--- config.mk ---
export PLATFORM = sky130hd
export DESIGN_NAME = lsu_cluster_top
export DESIGN_NICKNAME = d
export VERILOG_FILES = /design/src/common/lsu_pkg.sv /design/src/lsu_rs/lsu_rs_alloc.sv /design/src/lsu_rs/lsu_rs_issue_select.sv /design/src/lsu_rs/lsu_rs_station.sv /design/src/source/lsu_cluster_top.sv /design/src/source/lsu_mem_unit.sv
export VERILOG_INCLUDE_DIRS = /design/src /design/src/common
export SDC_FILE = /design/constraint.sdc
export NUM_CORES = 2
export LEC_CHECK = 0
export ABC_AREA = 1
export BUFFER_PORTS_ARGS = -buffer_cell sky130_fd_sc_hd__buf_4
export CAP_MARGIN = 10
export CORE_MARGIN = 5
export CORE_UTILIZATION = 55
export CTS_CLUSTER_SIZE = 8
export DETAILED_ROUTE_END_ITERATION = 12
export PLACE_DENSITY = 0.68
export SYNTH_ARGS = -nofsm -noshare
export SYNTH_HDL_FRONTEND = slang
export SYNTH_SLANG_ARGS = --single-unit
--- constraint.sdc ---
create_clock -name clk -period 30.3 [get_ports clk]
set_input_delay 3.03 -clock clk [delete_from_list [all_inputs] [get_ports clk]]
set_output_delay 3.03 -clock clk [all_outputs]
set_load 0.02 [all_outputs]
--- src/common/lsu_consts.svh ---
`ifndef LSU_CONSTS_SVH
`define LSU_CONSTS_SVH

// Station geometry
`define RS_DEPTH 8
`define RS_IDX_W 3

// ROB tag and data path widths
`define TAG_W 6
`define DATA_W 32

// Number of common data bus lanes
`define CDB_W 2

// Signed immediate offset of a memory op
`define OFS_W 12

// Word address width of the data memory, 16 words
`define MEM_AW 4

`endif

--- src/common/lsu_pkg.sv ---
`include "lsu_consts.svh"

package lsu_pkg;

  typedef struct packed {
    logic                     is_load;
    logic                     is_store;
    logic signed [`OFS_W-1:0] offset;  // Added to the base operand
  } lsu_uop_t;

  // Distance of a tag from the ROB head, wrapping at the tag width
  function automatic logic [`TAG_W-1:0] rob_age(
      input logic [`TAG_W-1:0] tag,
      input logic [`TAG_W-1:0] head
  );
    logic [`TAG_W-1:0] diff;
    diff = tag - head;
    return diff;  // Smaller is older
  endfunction

endpackage

--- src/lsu_rs/lsu_rs_alloc.sv ---
`timescale 1ns/1ns
`include "lsu_consts.svh"

module lsu_rs_alloc (
  input  logic [`RS_DEPTH-1:0] busy_vector,
  input  logic                 disp_valid,
  output logic                 disp_ready,
  output logic [`RS_DEPTH-1:0] entry_wen
);

  logic [`RS_DEPTH-1:0] free_vec;
  logic [`RS_DEPTH-1:0] first_free;

  assign free_vec = ~busy_vector;

  // Priority encoder, lowest free entry wins
  always_comb begin
    logic found;
    found      = 1'b0;
    first_free = '0;
    for (int i = 0; i < `RS_DEPTH; i++) begin
      if (free_vec[i] && !found) begin
        found         = 1'b1;
        first_free[i] = 1'b1;
      end
    end
  end

  assign disp_ready = |free_vec;  // Back-pressure when the station is full

  // A write only happens on an accepted dispatch
  always_comb begin
    if (disp_valid && disp_ready) begin
      entry_wen = first_free;
    end else begin
      entry_wen = '0;
    end
  end

endmodule

--- src/lsu_rs/lsu_rs_issue_select.sv ---
`timescale 1ns/1ns
`include "lsu_consts.svh"

module lsu_rs_issue_select
  import lsu_pkg::*;
(
  input  logic [`RS_DEPTH-1:0]        ready_mask,
  input  logic [`RS_DEPTH*`TAG_W-1:0] tags_flat,
  input  logic [`TAG_W-1:0]           rob_head,
  input  logic                        flush,
  output logic [`RS_DEPTH-1:0]        issue_grant,
  output logic [`RS_IDX_W-1:0]        sel_idx
);

  logic                found;
  logic [`TAG_W-1:0]   best_age;
  logic [`RS_IDX_W-1:0] best_idx;

  // Oldest ready entry, strict compare keeps the lower index on a tie
  always_comb begin
    logic [`TAG_W-1:0] age;
    found    = 1'b0;
    best_age = '0;
    best_idx = '0;
    for (int i = 0; i < `RS_DEPTH; i++) begin
      age = rob_age(tags_flat[i*`TAG_W +: `TAG_W], rob_head);
      if (ready_mask[i] && (!found || age < best_age)) begin
        found    = 1'b1;
        best_age = age;
        best_idx = `RS_IDX_W'(i);
      end
    end
  end

  always_comb begin
    issue_grant = '0;
    if (found && !flush) begin
      issue_grant[best_idx] = 1'b1;  // Nothing issues in a flush cycle
    end
  end

  assign sel_idx = best_idx;

endmodule

--- src/lsu_rs/lsu_rs_station.sv ---
`timescale 1ns/1ns
`include "lsu_consts.svh"

module lsu_rs_station
  import lsu_pkg::*;
(
  input  logic                           clk,
  input  logic                           rst_n,
  input  logic                           flush,
  input  logic [`TAG_W-1:0]              rob_head,
  input  logic [`RS_DEPTH-1:0]           entry_wen,

  input  lsu_uop_t                       in_op,
  input  logic [`TAG_W-1:0]              in_dst_tag,
  input  logic [`DATA_W-1:0]             in_v1,
  input  logic [`TAG_W-1:0]              in_q1,
  input  logic                           in_r1,
  input  logic [`DATA_W-1:0]             in_v2,
  input  logic [`TAG_W-1:0]              in_q2,
  input  logic                           in_r2,

  input  logic [`CDB_W-1:0]              cdb_valid,
  input  logic [`CDB_W*`TAG_W-1:0]       cdb_tag,
  input  logic [`CDB_W*`DATA_W-1:0]      cdb_value,

  input  logic [`RS_DEPTH-1:0]           issue_grant,
  input  logic [`RS_IDX_W-1:0]           sel_idx,

  output logic [`RS_DEPTH-1:0]           ready_mask,
  output logic [`RS_DEPTH-1:0]           busy_vector,
  output logic [`RS_DEPTH*`TAG_W-1:0]    tags_flat,

  output lsu_uop_t                       out_op,
  output logic [`TAG_W-1:0]              out_dst_tag,
  output logic [`DATA_W-1:0]             out_v1,
  output logic [`DATA_W-1:0]             out_v2
);

  logic [`RS_DEPTH-1:0] busy;
  lsu_uop_t             op_arr  [`RS_DEPTH];
  logic [`TAG_W-1:0]    dst_arr [`RS_DEPTH];
  logic [`DATA_W-1:0]   v1_arr  [`RS_DEPTH];
  logic [`TAG_W-1:0]    q1_arr  [`RS_DEPTH];
  logic [`RS_DEPTH-1:0] r1_arr;
  logic [`DATA_W-1:0]   v2_arr  [`RS_DEPTH];
  logic [`TAG_W-1:0]    q2_arr  [`RS_DEPTH];
  logic [`RS_DEPTH-1:0] r2_arr;

  logic [`RS_DEPTH-1:0] busy_d;
  lsu_uop_t             op_d    [`RS_DEPTH];
  logic [`TAG_W-1:0]    dst_d   [`RS_DEPTH];
  logic [`DATA_W-1:0]   v1_d    [`RS_DEPTH];
  logic [`TAG_W-1:0]    q1_d    [`RS_DEPTH];
  logic [`RS_DEPTH-1:0] r1_d;
  logic [`DATA_W-1:0]   v2_d    [`RS_DEPTH];
  logic [`TAG_W-1:0]    q2_d    [`RS_DEPTH];
  logic [`RS_DEPTH-1:0] r2_d;

  logic [`RS_DEPTH-1:0] load_block;

  // Next state: load new fields first, then snoop the CDB on the result
  always_comb begin
    busy_d = busy;
    op_d   = op_arr;
    dst_d  = dst_arr;
    v1_d   = v1_arr;
    q1_d   = q1_arr;
    r1_d   = r1_arr;
    v2_d   = v2_arr;
    q2_d   = q2_arr;
    r2_d   = r2_arr;
    for (int i = 0; i < `RS_DEPTH; i++) begin
      if (entry_wen[i]) begin
        op_d[i]  = in_op;
        dst_d[i] = in_dst_tag;
        v1_d[i]  = in_v1;
        q1_d[i]  = in_q1;
        r1_d[i]  = in_r1;
        v2_d[i]  = in_v2;
        q2_d[i]  = in_q2;
        r2_d[i]  = in_r2;
      end
      for (int k = 0; k < `CDB_W; k++) begin
        if (cdb_valid[k]) begin
          if (!r1_d[i] && q1_d[i] == cdb_tag[k*`TAG_W +: `TAG_W]) begin
            v1_d[i] = cdb_value[k*`DATA_W +: `DATA_W];
            r1_d[i] = 1'b1;
          end
          if (!r2_d[i] && q2_d[i] == cdb_tag[k*`TAG_W +: `TAG_W]) begin
            v2_d[i] = cdb_value[k*`DATA_W +: `DATA_W];
            r2_d[i] = 1'b1;
          end
        end
      end
      if (issue_grant[i]) begin
        busy_d[i] = 1'b0;  // Grant wins over a write to the same entry
      end else if (entry_wen[i]) begin
        busy_d[i] = 1'b1;
      end
    end
  end

  always_ff @(posedge clk or negedge rst_n) begin
    if (!rst_n) begin
      busy <= '0;
    end else if (flush) begin
      busy <= '0;
    end else begin
      busy <= busy_d;
    end
  end

  always_ff @(posedge clk) begin
    op_arr  <= op_d;
    dst_arr <= dst_d;
    v1_arr  <= v1_d;
    q1_arr  <= q1_d;
    r1_arr  <= r1_d;
    v2_arr  <= v2_d;
    q2_arr  <= q2_d;
    r2_arr  <= r2_d;
  end

  // A load waits while any older store is still in the station
  always_comb begin
    load_block = '0;
    for (int m = 0; m < `RS_DEPTH; m++) begin
      for (int n = 0; n < `RS_DEPTH; n++) begin
        if (busy[m] && op_arr[m].is_load && busy[n] && op_arr[n].is_store &&
            rob_age(dst_arr[n], rob_head) < rob_age(dst_arr[m], rob_head)) begin
          load_block[m] = 1'b1;
        end
      end
    end
  end

  assign ready_mask  = busy & r1_arr & r2_arr & ~load_block;
  assign busy_vector = busy;

  for (genvar g = 0; g < `RS_DEPTH; g++) begin : g_tags
    assign tags_flat[g*`TAG_W +: `TAG_W] = dst_arr[g];
  end

  assign out_op      = op_arr[sel_idx];
  assign out_dst_tag = dst_arr[sel_idx];
  assign out_v1      = v1_arr[sel_idx];
  assign out_v2      = v2_arr[sel_idx];

endmodule

--- src/source/lsu_cluster_top.sv ---
`timescale 1ns/1ns
`include "lsu_consts.svh"

module lsu_cluster_top
  import lsu_pkg::*;
(
  input  logic                      clk,
  input  logic                      rst_n,
  input  logic                      flush,
  input  logic [`TAG_W-1:0]         rob_head,

  input  logic                      disp_valid,
  output logic                      disp_ready,
  input  lsu_uop_t                  disp_op,
  input  logic [`TAG_W-1:0]         disp_tag,
  input  logic [`DATA_W-1:0]        disp_v1,
  input  logic [`TAG_W-1:0]         disp_q1,
  input  logic                      disp_r1,
  input  logic [`DATA_W-1:0]        disp_v2,
  input  logic [`TAG_W-1:0]         disp_q2,
  input  logic                      disp_r2,

  input  logic [`CDB_W-1:0]         cdb_valid,
  input  logic [`CDB_W*`TAG_W-1:0]  cdb_tag,
  input  logic [`CDB_W*`DATA_W-1:0] cdb_value,

  output logic                      res_valid,
  output logic [`TAG_W-1:0]         res_tag,
  output logic [`DATA_W-1:0]        res_value,
  output logic                      res_is_store
);

  logic [`RS_DEPTH-1:0]        busy_vector;
  logic [`RS_DEPTH-1:0]        entry_wen;
  logic [`RS_DEPTH-1:0]        ready_mask;
  logic [`RS_DEPTH*`TAG_W-1:0] tags_flat;
  logic [`RS_DEPTH-1:0]        issue_grant;
  logic [`RS_IDX_W-1:0]        sel_idx;
  logic                        issue_valid;
  lsu_uop_t                    iss_op;
  logic [`TAG_W-1:0]           iss_tag;
  logic [`DATA_W-1:0]          iss_v1;
  logic [`DATA_W-1:0]          iss_v2;

  assign issue_valid = |issue_grant;

  lsu_rs_alloc u_alloc (
    .busy_vector (busy_vector),
    .disp_valid  (disp_valid),
    .disp_ready  (disp_ready),
    .entry_wen   (entry_wen)
  );

  lsu_rs_station u_station (
    .clk         (clk),
    .rst_n       (rst_n),
    .flush       (flush),
    .rob_head    (rob_head),
    .entry_wen   (entry_wen),
    .in_op       (disp_op),
    .in_dst_tag  (disp_tag),
    .in_v1       (disp_v1),
    .in_q1       (disp_q1),
    .in_r1       (disp_r1),
    .in_v2       (disp_v2),
    .in_q2       (disp_q2),
    .in_r2       (disp_r2),
    .cdb_valid   (cdb_valid),
    .cdb_tag     (cdb_tag),
    .cdb_value   (cdb_value),
    .issue_grant (issue_grant),
    .sel_idx     (sel_idx),
    .ready_mask  (ready_mask),
    .busy_vector (busy_vector),
    .tags_flat   (tags_flat),
    .out_op      (iss_op),
    .out_dst_tag (iss_tag),
    .out_v1      (iss_v1),
    .out_v2      (iss_v2)
  );

  lsu_rs_issue_select u_select (
    .ready_mask  (ready_mask),
    .tags_flat   (tags_flat),
    .rob_head    (rob_head),
    .flush       (flush),
    .issue_grant (issue_grant),
    .sel_idx     (sel_idx)
  );

  lsu_mem_unit u_mem_unit (
    .clk          (clk),
    .rst_n        (rst_n),
    .issue_valid  (issue_valid),
    .op           (iss_op),
    .dst_tag      (iss_tag),
    .v1           (iss_v1),
    .v2           (iss_v2),
    .res_valid    (res_valid),
    .res_tag      (res_tag),
    .res_value    (res_value),
    .res_is_store (res_is_store)
  );

endmodule

--- src/source/lsu_mem_unit.sv ---
`timescale 1ns/1ns
`include "lsu_consts.svh"

module lsu_mem_unit
  import lsu_pkg::*;
(
  input  logic               clk,
  input  logic               rst_n,
  input  logic               issue_valid,
  input  lsu_uop_t           op,
  input  logic [`TAG_W-1:0]  dst_tag,
  input  logic [`DATA_W-1:0] v1,
  input  logic [`DATA_W-1:0] v2,
  output logic               res_valid,
  output logic [`TAG_W-1:0]  res_tag,
  output logic [`DATA_W-1:0] res_value,
  output logic               res_is_store
);

  localparam int MEM_WORDS = 1 << `MEM_AW;

  logic [`DATA_W-1:0] mem [MEM_WORDS];
  logic [`DATA_W-1:0] ofs_ext;
  logic [`MEM_AW-1:0] addr;
  logic [`DATA_W-1:0] rd_data;
  logic               wr_en;

  assign ofs_ext = `DATA_W'(op.offset);  // Sign extension
  assign addr    = v1[`MEM_AW-1:0] + ofs_ext[`MEM_AW-1:0];
  assign rd_data = mem[addr];
  assign wr_en   = issue_valid && op.is_store;

  // Word memory comes out of reset cleared
  always_ff @(posedge clk or negedge rst_n) begin
    if (!rst_n) begin
      for (int i = 0; i < MEM_WORDS; i++) begin
        mem[i] <= '0;
      end
    end else if (wr_en) begin
      mem[addr] <= v2;
    end
  end

  always_ff @(posedge clk or negedge rst_n) begin
    if (!rst_n) begin
      res_valid <= 1'b0;
    end else begin
      res_valid <= issue_valid;
    end
  end

  always_ff @(posedge clk) begin
    if (issue_valid) begin
      res_tag      <= dst_tag;
      res_is_store <= op.is_store;
      res_value    <= op.is_load ? rd_data : '0;  // Stores broadcast zero
    end
  end

endmodule

==> impl_metrics.json <==
{
  "slew_headroom_pct": 14.45,
  "gp_congestion": 0.9572,
  "drt_first_pass_iters": 8,
  "antenna_found_initial": 12,
  "worstHoldStart": "u_mem_unit.mem[157]",
  "yosysWarnings": 0,
  "clk_latency_ns": 0.77,
  "cts_tree": "built",
  "num_vias": 58830,
  "drc": 0,
  "rsz0062_at_grt": "no",
  "die_h_um": 340.8,
  "routed_wirelength_mm": 213.8,
  "numCtsBuffers": 150,
  "fin_setup_tns_ns": 0,
  "reg2reg_depth": 91,
  "max_clock_freq_mhz": 44.58,
  "crit_top_cell": "nand2_1",
  "layout.cells.non_filler": 8959,
  "drt_iter0_markers": 7345,
  "drtAntennaViolNets": 0,
  "r2r-start": "u_station.tags_flat[8]",
  "synth_area_per_cell_um2": 7.862,
  "grt_use_total_pct": 35.32,
  "clockBufferDepth": 3,
  "grt_pass1_wl_mm": 325.7,
  "powerDensity_nw_per_um2": 74.36,
  "num_rows": 121,
  "cp.arrival_ns": 22.92,
  "path_max_fanout": 72,
  "cts.repair.resized": 0,
  "wire_per_inst_um": 23.86,
  "hold_path_end": "u_mem_unit.mem[157]",
  "min_path_type": "reg2reg",
  "ys_ff_latch": 1056,
  "cap_viol_max_count": 0,
  "crit_type": "in2reg",
  "hold_viol_final": 0,
  "slowest_stage": "buf_4",
  "slew_violations": 0,
  "peakVddDrop_mv": 0.04981,
  "synth_largest_area_cell": "dfrtp_1",
  "reg2reg_to": "u_mem_unit.res_value[27]",
  "initial_core_util_pct": 55.29,
  "first_global_vias": 55530,
  "cp-end-kind": "flip-flop",
  "viasPerCell": 6.566,
  "postSynth.asyncResetShare_pct": 49.34,
  "nNetsFinal": 7908,
  "tightestPinTransition_ns": 1.283,
  "ios": 227,
  "dp_hpwl_mm": 122.7,
  "root_buffer": "clkbuf_16",
  "ys_seq_area_share_pct": 41.70,
  "coreArea_um2": 108900,
  "outcome": "completed",
  "ys_types": 67,
  "synth_flop_cell": "dfrtp_1",
  "dieWidth_um": 340.8,
  "dp_cells": 8742,
  "postCtsHoldBufs": 0,
  "leakagePower_nw": 30.46,
  "grt_max_degree": 162,
  "die-area_um2": 116100,
  "port_buffers": 190,
  "clk_pin_slew_ns": 0.05,
  "slowest_delay_ns": 0.89,
  "post_cts_buffers": 0,
  "clock_sinks": 1056,
  "synth_top_area_share_pct": 21.66,
  "gr-total-overflow": 0,
  "synth_cells": 7655,
  "ys_top_cells_by_area": "dfrtp_1 22%, dfxtp_1 13%, nand2_1 13%",
  "synth_edf_count": 135,
  "cp.required_ns": 30.79,
  "critical-path-top-delay-family": "simple AND/OR/NAND/NOR gates",
  "min_period_ns": 22.43,
  "synth.most_common_cell": "nand2_1",
  "setup_viol": 0,
  "area_growth_syn_to_layout_pct": 9.611,
  "htree_levels": 4,
  "synth_area_um2": 60190,
  "r2r_slack_ns": 10.30,
  "hold_depth": 2,
  "fin_skew_ns": 0.04130,
  "path_buf_inv": 9,
  "synth_top_cells_by_count": "2,132 x nand2_1, 710 x o21ai_0, 589 x nand4_1",
  "syn-num-nets": 8083,
  "drive_above_1_share_pct": 8.239,
  "cp-start-kind": "input port",
  "fin_crit_sh_pct": 74.03
}
[worst register-to-register path, delay by kind of cell (launching register included)]
kind / cells / cell delay (ns)
compound gates: 27 / 5.89
buf+inv: 7 / 3.27
simple gates: 46 / 5.74
fa+ha+maj: 10 / 3.52
flops: 1 / 0.44
xor+xnor: 1 / 0.84
[report_power, final]
part	leakage [nW]	internal, mW	switching [mW]
logic	16.6	0.439	1.04
clock network	2.04	0.905	0.648
registers	11.8	1.72	0.146
total	30.5	3.07	1.84
[sequential cells by signal, summed over array words and instances (netlist names)]
register                 cells
u_mem_unit.res_tag           6
u_station.r2_arr             8
u_station.q2_arr            48
u_mem_unit.res_valid         1
u_mem_unit.res_value        32
u_station.tags_flat         48
u_station.op_arr            48
u_mem_unit.res_is_store      1
u_station.v2_arr           256
u_station.busy_vector        8
u_station.q1_arr            48
u_station.v1_arr            32
u_station.r1_arr             8
u_mem_unit.mem             512
[layout make-up]
type | count | area, um^2
clock buffer | 193 | 3925
fill | 9757 | 42880
multi-input combinational | 5585 | 30990
clock inverter | 16 | 322.8
antenna | 8 | 20.02
tap | 1414 | 1769
inverter | 363 | 1381
timing repair buffer | 324 | 2465
sequential | 1056 | 25100
[cells in the final DEF, fill, tap and decap left out, types with 42 or more instances in the layout]
master        n
xor2_1       62
nand2_1    2126
dfxtp_1     400
clkbuf_1     42
o22ai_1      46
dfrtp_1     521
a221oi_1     87
edfxtp_1    135
o2111ai_1    44
a22o_1       64
a21oi_1     135
ha_1        233
nand3_1     184
nand4_1     589
clkbuf_16   150
o21ai_0     710
buf_4       321
inv_1       342
a22oi_1      87
o211ai_1    584
nor2_1      369
[logic make-up (layout without fill, tap and decap cells)]
logic type | Yosys count | in the layout | synth area share [%]
buf+inv | 1014 | 896 | 7.124
other cells | 0 | 8 | 0
xor+xnor | 70 | 70 | 1.019
fa+ha+maj | 242 | 242 | 5.143
flops | 1056 | 1056 | 41.70
simple gates | 3421 | 3421 | 24.97
compound gates | 1852 | 1852 | 20.04
[metal layers]
layer / wire length [um] / vias to the layer above / GRT usage (%)
met2: 94790 / 3311 / 54.67
met4: 9118 / 6 / 15.64
met1: 87300 / 28220 / 48.19
met3: 22530 / 580 / 7.170
met5: 47 / - / 0
li1: - / 26710 / -
[how the worst max path moves through the flow]
stage	start	end	slack (ns)	depth (start not counted)
floorplan	rob_head[1]	u_mem_unit.res_value[17]	12.48	100
global placement	rob_head[1]	u_mem_unit.mem[203]	7.71	97
detailed placement	rob_head[1]	u_mem_unit.mem[203]	7.46	97
CTS	rob_head[1]	u_mem_unit.mem[84]	8.20	97
global route	rob_head[1]	u_mem_unit.res_value[24]	6.27	95
finish	rob_head[1]	u_mem_unit.res_value[27]	7.87	93
[through the flow]
stage	area [um^2]	power, mW	setup WS, ns	util [%]	hold WS, ns
floorplan	60190	2.922	12.48	-	0.4419
global placement	61700	3.278	7.709	56.68	0.4534
detailed placement	61700	3.324	7.465	56.68	0.4583
CTS	65950	4.872	8.195	60.59	0.4705
global route	65960	5.145	6.271	60.60	0.4811
finish	65970	4.906	7.868	60.60	0.4672
Note: power is estimated with default switching activity, not from simulation.
